===== src/logic/tagePkg.sv =====
`default_nettype none

package tagePkg;

    // ##################################################
    // widths with a meaning

    typedef logic [31:0] pcT;       // fetch address.
    typedef logic [15:0] histT;     // global history.
    typedef logic [7:0]  baseIdxT;  // base table index.
    typedef logic [5:0]  tblIdxT;   // tagged table index.
    typedef logic [8:0]  tagT;      // partial tag.
    typedef logic [1:0]  usefulT;   // useful counter.
    typedef logic [1:0]  ctrT;      // two-bit direction counter.

    // ##################################################
    // sizes and tuning

    localparam int baseEntries = 256;
    localparam int tblEntries  = 64;

    localparam int shortHistLen = 4;
    localparam int longHistLen  = 16;

    // useful bits are cleared every 2**usefulClearBits cycles.
    localparam int usefulClearBits = 10;
    localparam int usefulClearEn   = 1;

    // counter values around the taken threshold.
    localparam ctrT ctrWeakNotTaken = 2'b01;
    localparam ctrT ctrWeakTaken    = 2'b10;
    localparam ctrT ctrMax          = 2'b11;
    localparam ctrT ctrMin          = 2'b00;

    // ##################################################
    // prediction metadata

    // which table supplied the final prediction.
    typedef enum logic [1:0] {
        base  = 2'd0,
        short = 2'd1,
        long  = 2'd2
    } providerT;

    // kept by the fetch stage and returned with the outcome.
    typedef struct packed {
        tblIdxT   shortIdx;
        tagT      shortTag;
        tblIdxT   longIdx;
        tagT      longTag;
        logic     shortHit;
        logic     longHit;
        providerT provider;
        logic     providerPred;
        logic     altPred;      // prediction without the provider.
    } predMetaT;

endpackage

`default_nettype wire


===== src/logic/branchCounterTable.sv =====
`timescale 1ns/1ps
`default_nettype none

module branchCounterTable #(
    parameter int idxBits = 8
) (
    input  logic               clk,
    input  logic               rst,

    input  logic               readValid,
    input  logic [idxBits-1:0] readAddr,
    output logic               taken,

    input  logic               writeEn,
    input  logic [idxBits-1:0] writeAddr,
    input  logic               writeInit,
    input  logic               writeTaken
);
    import tagePkg::*;

    ctrT counters [2**idxBits];
    ctrT current;

    assign current = counters[writeAddr];

    // read port, msb of the counter is the direction.
    always_ff @(posedge clk) begin
        if (readValid)
            taken <= counters[readAddr][1];
    end

    always_ff @(posedge clk) begin
        if (rst) begin
            for (int i = 0; i < 2**idxBits; i++)
                counters[i] <= ctrWeakNotTaken;
        end else if (writeEn) begin
            if (writeInit)
                counters[writeAddr] <= writeTaken ? ctrWeakTaken : ctrWeakNotTaken;
            else if (writeTaken && current != ctrMax)
                counters[writeAddr] <= current + 2'd1;
            else if (!writeTaken && current != ctrMin)
                counters[writeAddr] <= current - 2'd1;
        end
    end

    writeAddrKnown: assert property (@(posedge clk) disable iff (rst)
        writeEn |-> !$isunknown(writeAddr))
        else $error("counter write with unknown address.");

endmodule

`default_nettype wire


===== src/logic/tageTable.sv =====
`timescale 1ns/1ps
`default_nettype none

module tageTable (
    input  logic            clk,
    input  logic            rst,

    input  logic            readValid,
    input  tagePkg::tblIdxT readAddr,
    input  tagePkg::tagT    readTag,
    output logic            hit,
    output logic            taken,

    input  logic            writeValid,
    input  tagePkg::tblIdxT writeAddr,
    input  tagePkg::tagT    writeTag,
    input  logic            writeTaken,

    input  logic            writeUpdate,
    input  logic            writeUseful,
    input  logic            writeCorrect,

    output logic            allocAvail,
    input  logic            doAlloc,
    input  logic            allocFailed
);
    import tagePkg::*;

    tagT    tags   [tblEntries];
    usefulT useful [tblEntries];
    logic   valid  [tblEntries];

    logic   hitValidQ;
    tagT    storedTagQ;
    tagT    reqTagQ;

    logic   allocAccept;
    usefulT usefulCur;

    logic [usefulClearBits-1:0] clearCnt;
    logic                       clearBit;   // which useful bit goes next.

    assign usefulCur   = useful[writeAddr];
    assign allocAvail  = (usefulCur == '0);
    assign allocAccept = writeValid && doAlloc && allocAvail;

    branchCounterTable #(
        .idxBits($clog2(tblEntries))
    ) iCounters (
        .clk       (clk),
        .rst       (rst),
        .readValid (readValid),
        .readAddr  (readAddr),
        .taken     (taken),
        .writeEn   ((writeValid && writeUpdate) || allocAccept),
        .writeAddr (writeAddr),
        .writeInit (doAlloc),
        .writeTaken(writeTaken)
    );

    // ##################################################
    // lookup

    always_ff @(posedge clk) begin
        if (rst)
            hitValidQ <= 1'b0;
        else if (readValid)
            hitValidQ <= valid[readAddr];
    end

    always_ff @(posedge clk) begin
        if (readValid) begin
            storedTagQ <= tags[readAddr];
            reqTagQ    <= readTag;
        end
    end

    assign hit = hitValidQ && (storedTagQ == reqTagQ);

    // ##################################################
    // allocation and useful tracking

    always_ff @(posedge clk) begin
        if (allocAccept)
            tags[writeAddr] <= writeTag;
    end

    always_ff @(posedge clk) begin
        if (rst) begin
            for (int i = 0; i < tblEntries; i++)
                valid[i] <= 1'b0;
        end else if (allocAccept) begin
            valid[writeAddr] <= 1'b1;
        end
    end

    always_ff @(posedge clk) begin
        if (rst) begin
            clearCnt <= '0;
            clearBit <= 1'b0;
        end else begin
            clearCnt <= clearCnt + 1'b1;
            if (usefulClearEn != 0 && clearCnt == '0)
                clearBit <= !clearBit;
        end
    end

    always_ff @(posedge clk) begin
        if (rst) begin
            for (int i = 0; i < tblEntries; i++)
                useful[i] <= '0;
        end else begin
            if (writeValid) begin
                if (writeUpdate && writeUseful) begin
                    // provider disagreed with alt, so it earned or lost credit.
                    if (writeCorrect && usefulCur != '1)
                        useful[writeAddr] <= usefulCur + 1'b1;
                    else if (!writeCorrect && usefulCur != '0)
                        useful[writeAddr] <= usefulCur - 1'b1;
                end else if (allocFailed) begin
                    useful[writeAddr] <= usefulCur - 1'b1;  // decay on a blocked alloc.
                end
            end
            // periodic aging, low and high bit in turn.
            if (usefulClearEn != 0 && clearCnt == '0) begin
                for (int i = 0; i < tblEntries; i++)
                    useful[i][clearBit] <= 1'b0;
            end
        end
    end

    allocFailedOnUseful: assert property (@(posedge clk) disable iff (rst)
        (writeValid && allocFailed) |-> (usefulCur != '0))
        else $error("allocFailed on an entry that was free.");

    oneWriteCommand: assert property (@(posedge clk) disable iff (rst)
        writeValid |-> $onehot0({writeUpdate, doAlloc, allocFailed}))
        else $error("more than one write command to a tagged table.");

endmodule

`default_nettype wire


===== src/logic/globalHistory.sv =====
`timescale 1ns/1ps
`default_nettype none

module globalHistory (
    input  logic            clk,
    input  logic            rst,

    input  tagePkg::pcT     pc,

    input  logic            shiftEn,
    input  logic            shiftTaken,

    output tagePkg::tblIdxT shortIdx,
    output tagePkg::tblIdxT longIdx,
    output tagePkg::tagT    shortTag,
    output tagePkg::tagT    longTag
);
    import tagePkg::*;

    histT hist;
    histT shortHist;
    histT longHist;

    // newest outcome in bit 0.
    always_ff @(posedge clk) begin
        if (rst)
            hist <= '0;
        else if (shiftEn)
            hist <= {hist[$bits(histT)-2:0], shiftTaken};
    end

    // ##################################################
    // folding

    // xor 16 history bits down to an index.
    function automatic tblIdxT foldIdx(input histT h);
        return h[5:0] ^ h[11:6] ^ {2'b00, h[15:12]};
    endfunction

    // xor down to a tag, then reverse so it differs from the index fold.
    function automatic tagT foldTag(input histT h);
        tagT folded;
        tagT reversed;
        folded = h[8:0] ^ {2'b00, h[15:9]};
        for (int i = 0; i < $bits(tagT); i++)
            reversed[i] = folded[$bits(tagT)-1-i];
        return reversed;
    endfunction

    // each table only sees its own history length.
    assign shortHist = hist & histT'({shortHistLen{1'b1}});
    assign longHist  = hist & histT'({longHistLen{1'b1}});

    // ##################################################
    // hashes

    assign shortIdx = pc[7:2] ^ foldIdx(shortHist);
    assign longIdx  = pc[7:2] ^ foldIdx(longHist);

    assign shortTag = pc[16:8] ^ foldTag(shortHist);
    assign longTag  = pc[16:8] ^ foldTag(longHist);

endmodule

`default_nettype wire


===== src/logic/tagePredictor.sv =====
`timescale 1ns/1ps
`default_nettype none

module tagePredictor (
    input  logic              clk,
    input  logic              rst,

    input  logic              predValid,
    input  tagePkg::pcT       predPc,

    output logic              predOutValid,
    output logic              predTaken,
    output tagePkg::predMetaT predMeta,

    input  logic              updValid,
    input  tagePkg::pcT       updPc,
    input  logic              updTaken,
    input  tagePkg::predMetaT updMeta
);
    import tagePkg::*;

    tblIdxT   shortIdx;
    tblIdxT   longIdx;
    tagT      shortTag;
    tagT      longTag;

    tblIdxT   shortIdxQ;
    tblIdxT   longIdxQ;
    tagT      shortTagQ;
    tagT      longTagQ;

    logic     baseTaken;
    logic     shortHit;
    logic     shortTaken;
    logic     longHit;
    logic     longTaken;

    providerT provider;
    logic     providerPred;
    logic     altPred;

    logic     mispred;
    logic     usefulUpd;
    logic     provCorrect;
    logic     shortAvail;
    logic     longAvail;
    logic     shortUpd;
    logic     longUpd;
    logic     shortAlloc;
    logic     longAlloc;
    logic     shortFail;
    logic     longFail;

    globalHistory iHist (
        .clk       (clk),
        .rst       (rst),
        .pc        (predPc),
        .shiftEn   (updValid),
        .shiftTaken(updTaken),
        .shortIdx  (shortIdx),
        .longIdx   (longIdx),
        .shortTag  (shortTag),
        .longTag   (longTag)
    );

    branchCounterTable #(
        .idxBits($clog2(baseEntries))
    ) iBase (
        .clk       (clk),
        .rst       (rst),
        .readValid (predValid),
        .readAddr  (baseIdxT'(predPc[9:2])),
        .taken     (baseTaken),
        .writeEn   (updValid && updMeta.provider == base),
        .writeAddr (baseIdxT'(updPc[9:2])),
        .writeInit (1'b0),
        .writeTaken(updTaken)
    );

    tageTable iShort (
        .clk         (clk),
        .rst         (rst),
        .readValid   (predValid),
        .readAddr    (shortIdx),
        .readTag     (shortTag),
        .hit         (shortHit),
        .taken       (shortTaken),
        .writeValid  (updValid),
        .writeAddr   (updMeta.shortIdx),
        .writeTag    (updMeta.shortTag),
        .writeTaken  (updTaken),
        .writeUpdate (shortUpd),
        .writeUseful (usefulUpd),
        .writeCorrect(provCorrect),
        .allocAvail  (shortAvail),
        .doAlloc     (shortAlloc),
        .allocFailed (shortFail)
    );

    tageTable iLong (
        .clk         (clk),
        .rst         (rst),
        .readValid   (predValid),
        .readAddr    (longIdx),
        .readTag     (longTag),
        .hit         (longHit),
        .taken       (longTaken),
        .writeValid  (updValid),
        .writeAddr   (updMeta.longIdx),
        .writeTag    (updMeta.longTag),
        .writeTaken  (updTaken),
        .writeUpdate (longUpd),
        .writeUseful (usefulUpd),
        .writeCorrect(provCorrect),
        .allocAvail  (longAvail),
        .doAlloc     (longAlloc),
        .allocFailed (longFail)
    );

    // ##################################################
    // predict side

    always_ff @(posedge clk) begin
        if (rst)
            predOutValid <= 1'b0;
        else
            predOutValid <= predValid;
    end

    // hashes travel alongside the table reads.
    always_ff @(posedge clk) begin
        if (predValid) begin
            shortIdxQ <= shortIdx;
            longIdxQ  <= longIdx;
            shortTagQ <= shortTag;
            longTagQ  <= longTag;
        end
    end

    // longest hit wins, alt is the next hit down.
    always_comb begin
        if (longHit) begin
            provider     = long;
            providerPred = longTaken;
            altPred      = shortHit ? shortTaken : baseTaken;
        end else if (shortHit) begin
            provider     = short;
            providerPred = shortTaken;
            altPred      = baseTaken;
        end else begin
            provider     = base;
            providerPred = baseTaken;
            altPred      = baseTaken;
        end
    end

    assign predTaken = providerPred;

    assign predMeta = '{
        shortIdx:     shortIdxQ,
        shortTag:     shortTagQ,
        longIdx:      longIdxQ,
        longTag:      longTagQ,
        shortHit:     shortHit,
        longHit:      longHit,
        provider:     provider,
        providerPred: providerPred,
        altPred:      altPred
    };

    // ##################################################
    // update side

    assign mispred     = updMeta.providerPred != updTaken;
    assign provCorrect = !mispred;
    assign usefulUpd   = updMeta.providerPred != updMeta.altPred;

    assign shortUpd = updValid && updMeta.provider == short;
    assign longUpd  = updValid && updMeta.provider == long;

    // allocate above the provider, shortest table first.
    always_comb begin
        shortAlloc = 1'b0;
        longAlloc  = 1'b0;
        shortFail  = 1'b0;
        longFail   = 1'b0;
        if (updValid && mispred) begin
            case (updMeta.provider)
                base: begin
                    if (shortAvail) begin
                        shortAlloc = 1'b1;
                    end else if (longAvail) begin
                        longAlloc = 1'b1;
                    end else begin
                        shortFail = 1'b1;
                        longFail  = 1'b1;
                    end
                end
                short: begin
                    longAlloc = longAvail;
                    longFail  = !longAvail;
                end
                default: ;  // nothing above long.
            endcase
        end
    end

    predOutFollowsPred: assert property (@(posedge clk) disable iff (rst)
        predOutValid |-> $past(predValid))
        else $error("prediction output without a request.");

endmodule

`default_nettype wire


===== config.mk =====
export PLATFORM = sky130hd
export DESIGN_NAME = tagePredictor
export DESIGN_NICKNAME = d
export VERILOG_FILES = /design/src/logic/tagePkg.sv /design/src/logic/branchCounterTable.sv /design/src/logic/tageTable.sv /design/src/logic/globalHistory.sv /design/src/logic/tagePredictor.sv
export SDC_FILE = /design/constraint.sdc
export NUM_CORES = 2
export LEC_CHECK = 0
export ABC_CLOCK_PERIOD_IN_PS = 13800
export BUFFER_PORTS_ARGS = -buffer_cell sky130_fd_sc_hd__buf_2
export CAP_MARGIN = 20
export CELL_PAD_IN_SITES_DETAIL_PLACEMENT = 1
export CELL_PAD_IN_SITES_GLOBAL_PLACEMENT = 1
export CORE_MARGIN = 4
export CORE_UTILIZATION = 40
export CTS_CLUSTER_DIAMETER = 200
export DETAILED_ROUTE_END_ITERATION = 12
export PLACE_DENSITY_LB_ADDON = 0.1
export SYNTH_ARGS = -nofsm -noshare
export SYNTH_HDL_FRONTEND = slang
export SYNTH_SLANG_ARGS = --single-unit

===== constraint.sdc =====
create_clock -name clk -period 13.8 [get_ports clk]
set_clock_uncertainty 0.05 [all_clocks]
set_input_delay 2.76 -clock clk [delete_from_list [all_inputs] [get_ports clk]]
set_output_delay 2.76 -clock clk [all_outputs]
set_load 0.02 [all_outputs]

==> impl_metrics.py <==
metrics = {
    "outcome": {
        "status": "completed",
    },
    "timing": {
        "finalCritPeriodShare": 0.628,
        "whs_ns": 0.396,
        "setup_viol": 0,
        "worstMarginPinSlew_ns": 1.18,
        "hold_viol": 0,
        "worst_slack_ns": 5.13,
        "drv_slew": 0,
        "rsz0062_at_grt": "false",
        "setup_tns_ns": 0,
        "period_needed_ns": 8.67,
        "max_freq_mhz": 115,
        "relSlewSlack": 0.193,
    },
    "grt": {
        "grt_usage": 0.253,
        "met1_usage": 0.334,
        "grt_max_degree": 208,
        "met3_usage": 0.0346,
        "antenna_found_initial": 22,
        "grt-busiest-layer": "met2",
        "gr-usage-met2": 0.428,
        "grt_pass1_wl_microns": 524000,
        "grt_overflow": 0,
        "grt_pass1_vias": 74171,
    },
    "worst_hold_path": {
        "whs_path_depth": 1,
        "hp-start": "iLong.clearCnt[0]$_SDFF_PP0_",
        "min_to": "iLong.clearCnt[0]$_SDFF_PP0_",
        "hold_class": "flip-flop to flip-flop",
    },
    "synthesis": {
        "synth_common_cells": "2,227 x edfxtp_1, 1,222 x nand2_1, 878 x nor2_1",
        "synth_cells": 8252,
        "synth_most_common_cell": "edfxtp_1",
        "synth_edf_count": 2227,
        "yosysUniqueCellTypes": 71,
        "syn_area_sq_um": 109000,
        "synth_largest_area_cell": "edfxtp_1",
        "ys.flop_type": "edfxtp_1",
        "synth_top_area_share": 0.613,
        "avgSynthCellArea_sq_um": 13.2,
        "synthArstFlopShare": 0,
        "synth_warnings": 0,
        "synthTopCellsByArea": "edfxtp_1 61%, mux4_2 12%, nand2_1 4.2%, dfxtp_1 3.1%, nor2_1 3.0%",
        "ys_ff_latch": 2396,
        "syn_nets": 8369,
        "ys_seq_area_frac": 0.644,
    },
    "power_and_ir_drop": {
        "pwr-share-seq": 0.476,
        "power_mw": 17.1,
        "p_per_area_nw_per_um2": 140,
        "p_clk_frac": 0.426,
        "comb_power_share": 0.098,
        "internal_power_mw": 12.8,
        "cellLeakagePower_nw": 38.0,
        "p_switching_mw": 4.27,
        "peakVddDrop_v": 0.0000935,
        "swShare": 0.249,
    },
    "layout": {
        "drive_gt1_frac": 0.192,
        "synthToLayoutAreaGrowth_pct": 12.4,
        "fin_util": 0.452,
        "seq_area_sq_um": 70300,
        "multi_input_area_sq_um": 36200,
        "fill_cells": 27195,
        "fin_nets": 8233,
    },
    "clocking": {
        "clk_latency_ns": 0.92,
        "cts.path.max_buffers": 4,
        "cts_made_buffers": 282,
        "post_cts_buffers": 0,
        "cts_tree": "yes",
        "ctsHoldBuffers": 0,
        "clock-sinks": 2396,
        "clk_pin_slew_ns": 0.05,
        "cts.repair.resized": 0,
        "ctsRootBufferMaster": "clkbuf_16",
        "htreeDepth": 5,
    },
    "detailed_routing": {
        "wl_microns": 360000,
        "first_pass_iters": 6,
        "drc_errors": 0,
        "route.antenna.remaining_nets": 0,
        "vias_per_cell": 5.95,
        "vias": 70956,
        "wl_per_cell_microns": 30.2,
        "drt_iter0_drc": 6440,
    },
    "worst_setup_path": {
        "cpPeakStageDelay_ns": 0.75,
        "ff2ff_setup_slack_ns": 8.19,
        "crit_family": "buffers and inverters",
        "worst-setup-path-type": "input port to flip-flop",
        "crit_slowest_cell": "buf_4",
        "crit_arrival_ns": 9.23,
        "path_cells": "buf_4 -> buf_4 -> buf_4 -> mux4_2 -> mux4_2 -> mux4_2 -> inv_1 -> ha_1 -> nand2b_1 -> nand3_2 -> buf_4 -> a21o_4 -> buf_4 -> nor2_1 -> or2_2",
        "path_buf_inv": 6,
        "crit_top_cell": "buf_4",
        "r2r-start": "iShort.useful[55][0]$_SDFFCE_PN0P_",
        "cp-end-kind": "flip-flop",
        "regToRegEndpoint": "iLong.iCounters.counters[11][0]$_SDFFCE_PN1P_",
        "worstPathRequired_ns": 14.36,
        "cp_max_fo": 76,
        "start_kind": "input port",
        "rr_worst_depth": 12,
    },
    "placement": {
        "dp_slack_ns": 4.19,
        "portBuffers": 99,
        "gp_congestion": 0.818,
        "dp_hpwl_microns": 218000,
    },
    "die": {
        "dieArea_sq_um": 281000,
        "start_util": 0.402,
        "coreArea_sq_um": 271000,
        "die_width_microns": 530,
        "die_h_microns": 530,
        "rows": 191,
        "io_pins": 143,
    },
    "run": {
        "maxCapViolCount": 0,
    },
}
-- cell families after synthesis --
kind of cell	synth area share
xor+xnor	0.00561
flops	0.644
buf+inv	0.0288
simple gates	0.138
mux	0.130
compound gates	0.0520
fa+ha+maj	0.00138
-- power groups by stage --
stage	clock, mW	sequential, mW	combinational (mW)
final	7.29	8.14	1.68
after global routing	7.75	8.15	1.79
after CTS	7.44	8.14	1.68
after detailed placement	0	8.29	1.68
after global placement	0	8.28	1.64
after floorplan	0	8.26	1.05
-- flip-flops by register name (all words and copies together) (netlist names), 6 cells and up --
signal	flops
iBase.counters	512
iLong.iCounters.counters	128
iShort.iCounters.counters	128
iLong.useful	128
iLong.clearCnt	10
shortIdxQ	6
iShort.tags	576
iShort.clearCnt	10
iLong.reqTagQ	9
longIdxQ	6
iHist.hist	16
iLong.valid	64
iShort.reqTagQ	9
iLong.storedTagQ	9
iLong.tags	576
iShort.storedTagQ	9
iShort.useful	128
iShort.valid	64
-- per-layer routing --
layer  vias to the layer above  share of wire
li1                      30757              -
met4                         6          0.039
met2                      2060           0.49
met3                       562          0.054
met5                         -        0.00012
met1                     37571           0.41
-- worst register-to-register path, cell delays in order, from the launching register on --
cell and delay, ns:
edfxtp_1 0.37, mux4_2 0.49, mux4_2 0.58, mux4_2 0.58, inv_1 0.13, ha_1 0.33
nand2b_1 0.14, nand3_2 0.09, buf_4 0.61, a21o_4 0.60, buf_4 0.76, nor2_1 0.23
or2_2 0.34
-- layout by cell type (no fill, tap or decap), types with 12 or more instances in the layout --
| master | synthesis | layout |
|---|---|---|
| xnor2_1 | 41 | 35 |
| inv_6 | 0 | 12 |
| a211oi_1 | 15 | 15 |
| nor2_1 | 878 | 821 |
| edfxtp_1 | 2227 | 2227 |
| mux2i_1 | 141 | 141 |
| bufinv_16 | 0 | 17 |
| and3_1 | 58 | 58 |
| clkbuf_1 | 554 | 75 |
| nor2b_1 | 34 | 32 |
| clkinv_1 | 2 | 46 |
| xor2_1 | 27 | 24 |
| nor4_1 | 30 | 28 |
| o21ai_0 | 274 | 274 |
| nand4_1 | 15 | 15 |
| nand2b_1 | 21 | 19 |
| diode_2 | 0 | 12 |
| or2_2 | 129 | 129 |
| buf_4 | 14 | 220 |
| buf_12 | 0 | 19 |
| nor2_2 | 0 | 50 |
| o21bai_1 | 207 | 207 |
| a21oi_1 | 39 | 35 |
| dfxtp_1 | 169 | 169 |
| clkbuf_16 | 0 | 286 |
| a22oi_1 | 46 | 46 |
| inv_1 | 21 | 21 |
| mux4_2 | 557 | 557 |
| nor3_1 | 401 | 389 |
| nand2_1 | 1222 | 1217 |
| mux2_2 | 16 | 16 |
| clkinv_2 | 0 | 39 |
| clkbuf_8 | 0 | 20 |
| a311oi_1 | 115 | 115 |
| a31o_2 | 50 | 50 |
| ha_1 | 12 | 12 |
| buf_2 | 105 | 90 |
| nand3_1 | 625 | 623 |
| a31oi_1 | 25 | 25 |
-- worst max-delay path by stage --
stage | start | end | slack, ns | cells after the start
final | updMeta[30] | iLong.iCounters.counters[11][0]$_SDFFCE_PN1P_ | 5.13 | 15
after global routing | updMeta[30] | iLong.iCounters.counters[6][1]$_SDFFCE_PN0P_ | 4.65 | 15
after detailed placement | updMeta[30] | iLong.iCounters.counters[1][0]$_SDFFCE_PN1P_ | 4.19 | 15
after CTS | updMeta[30] | iLong.iCounters.counters[9][1]$_SDFFCE_PN0P_ | 5.11 | 15
after global placement | updMeta[30] | iLong.iCounters.counters[4][1]$_SDFFCE_PN0P_ | 4.30 | 15
after floorplan | updMeta[30] | iLong.useful[24][0]$_SDFFCE_PN0P_ | 6.02 | 18
-- final cells by class --
type	count	area share
diodes	12	0.000245
clock buffers	381	0.0629
clock inverters	125	0.00931
inverters	26	0.000918
multi-input cells	5069	0.295
flip-flops and latches	2396	0.573
well taps	3570	0.0364
repair buffers	341	0.0218
-- per-stage QoR --
| stage | instances | cell area [sq um] |
|---|---|---|
| floorplan | 8252 | 109000 |
| global placement | 11375 | 113000 |
| detailed placement | 11381 | 113000 |
| CTS | 11887 | 122000 |
| global route | 11913 | 123000 |
| finish | 11920 | 123000 |
(Power assumes the default switching activity.)
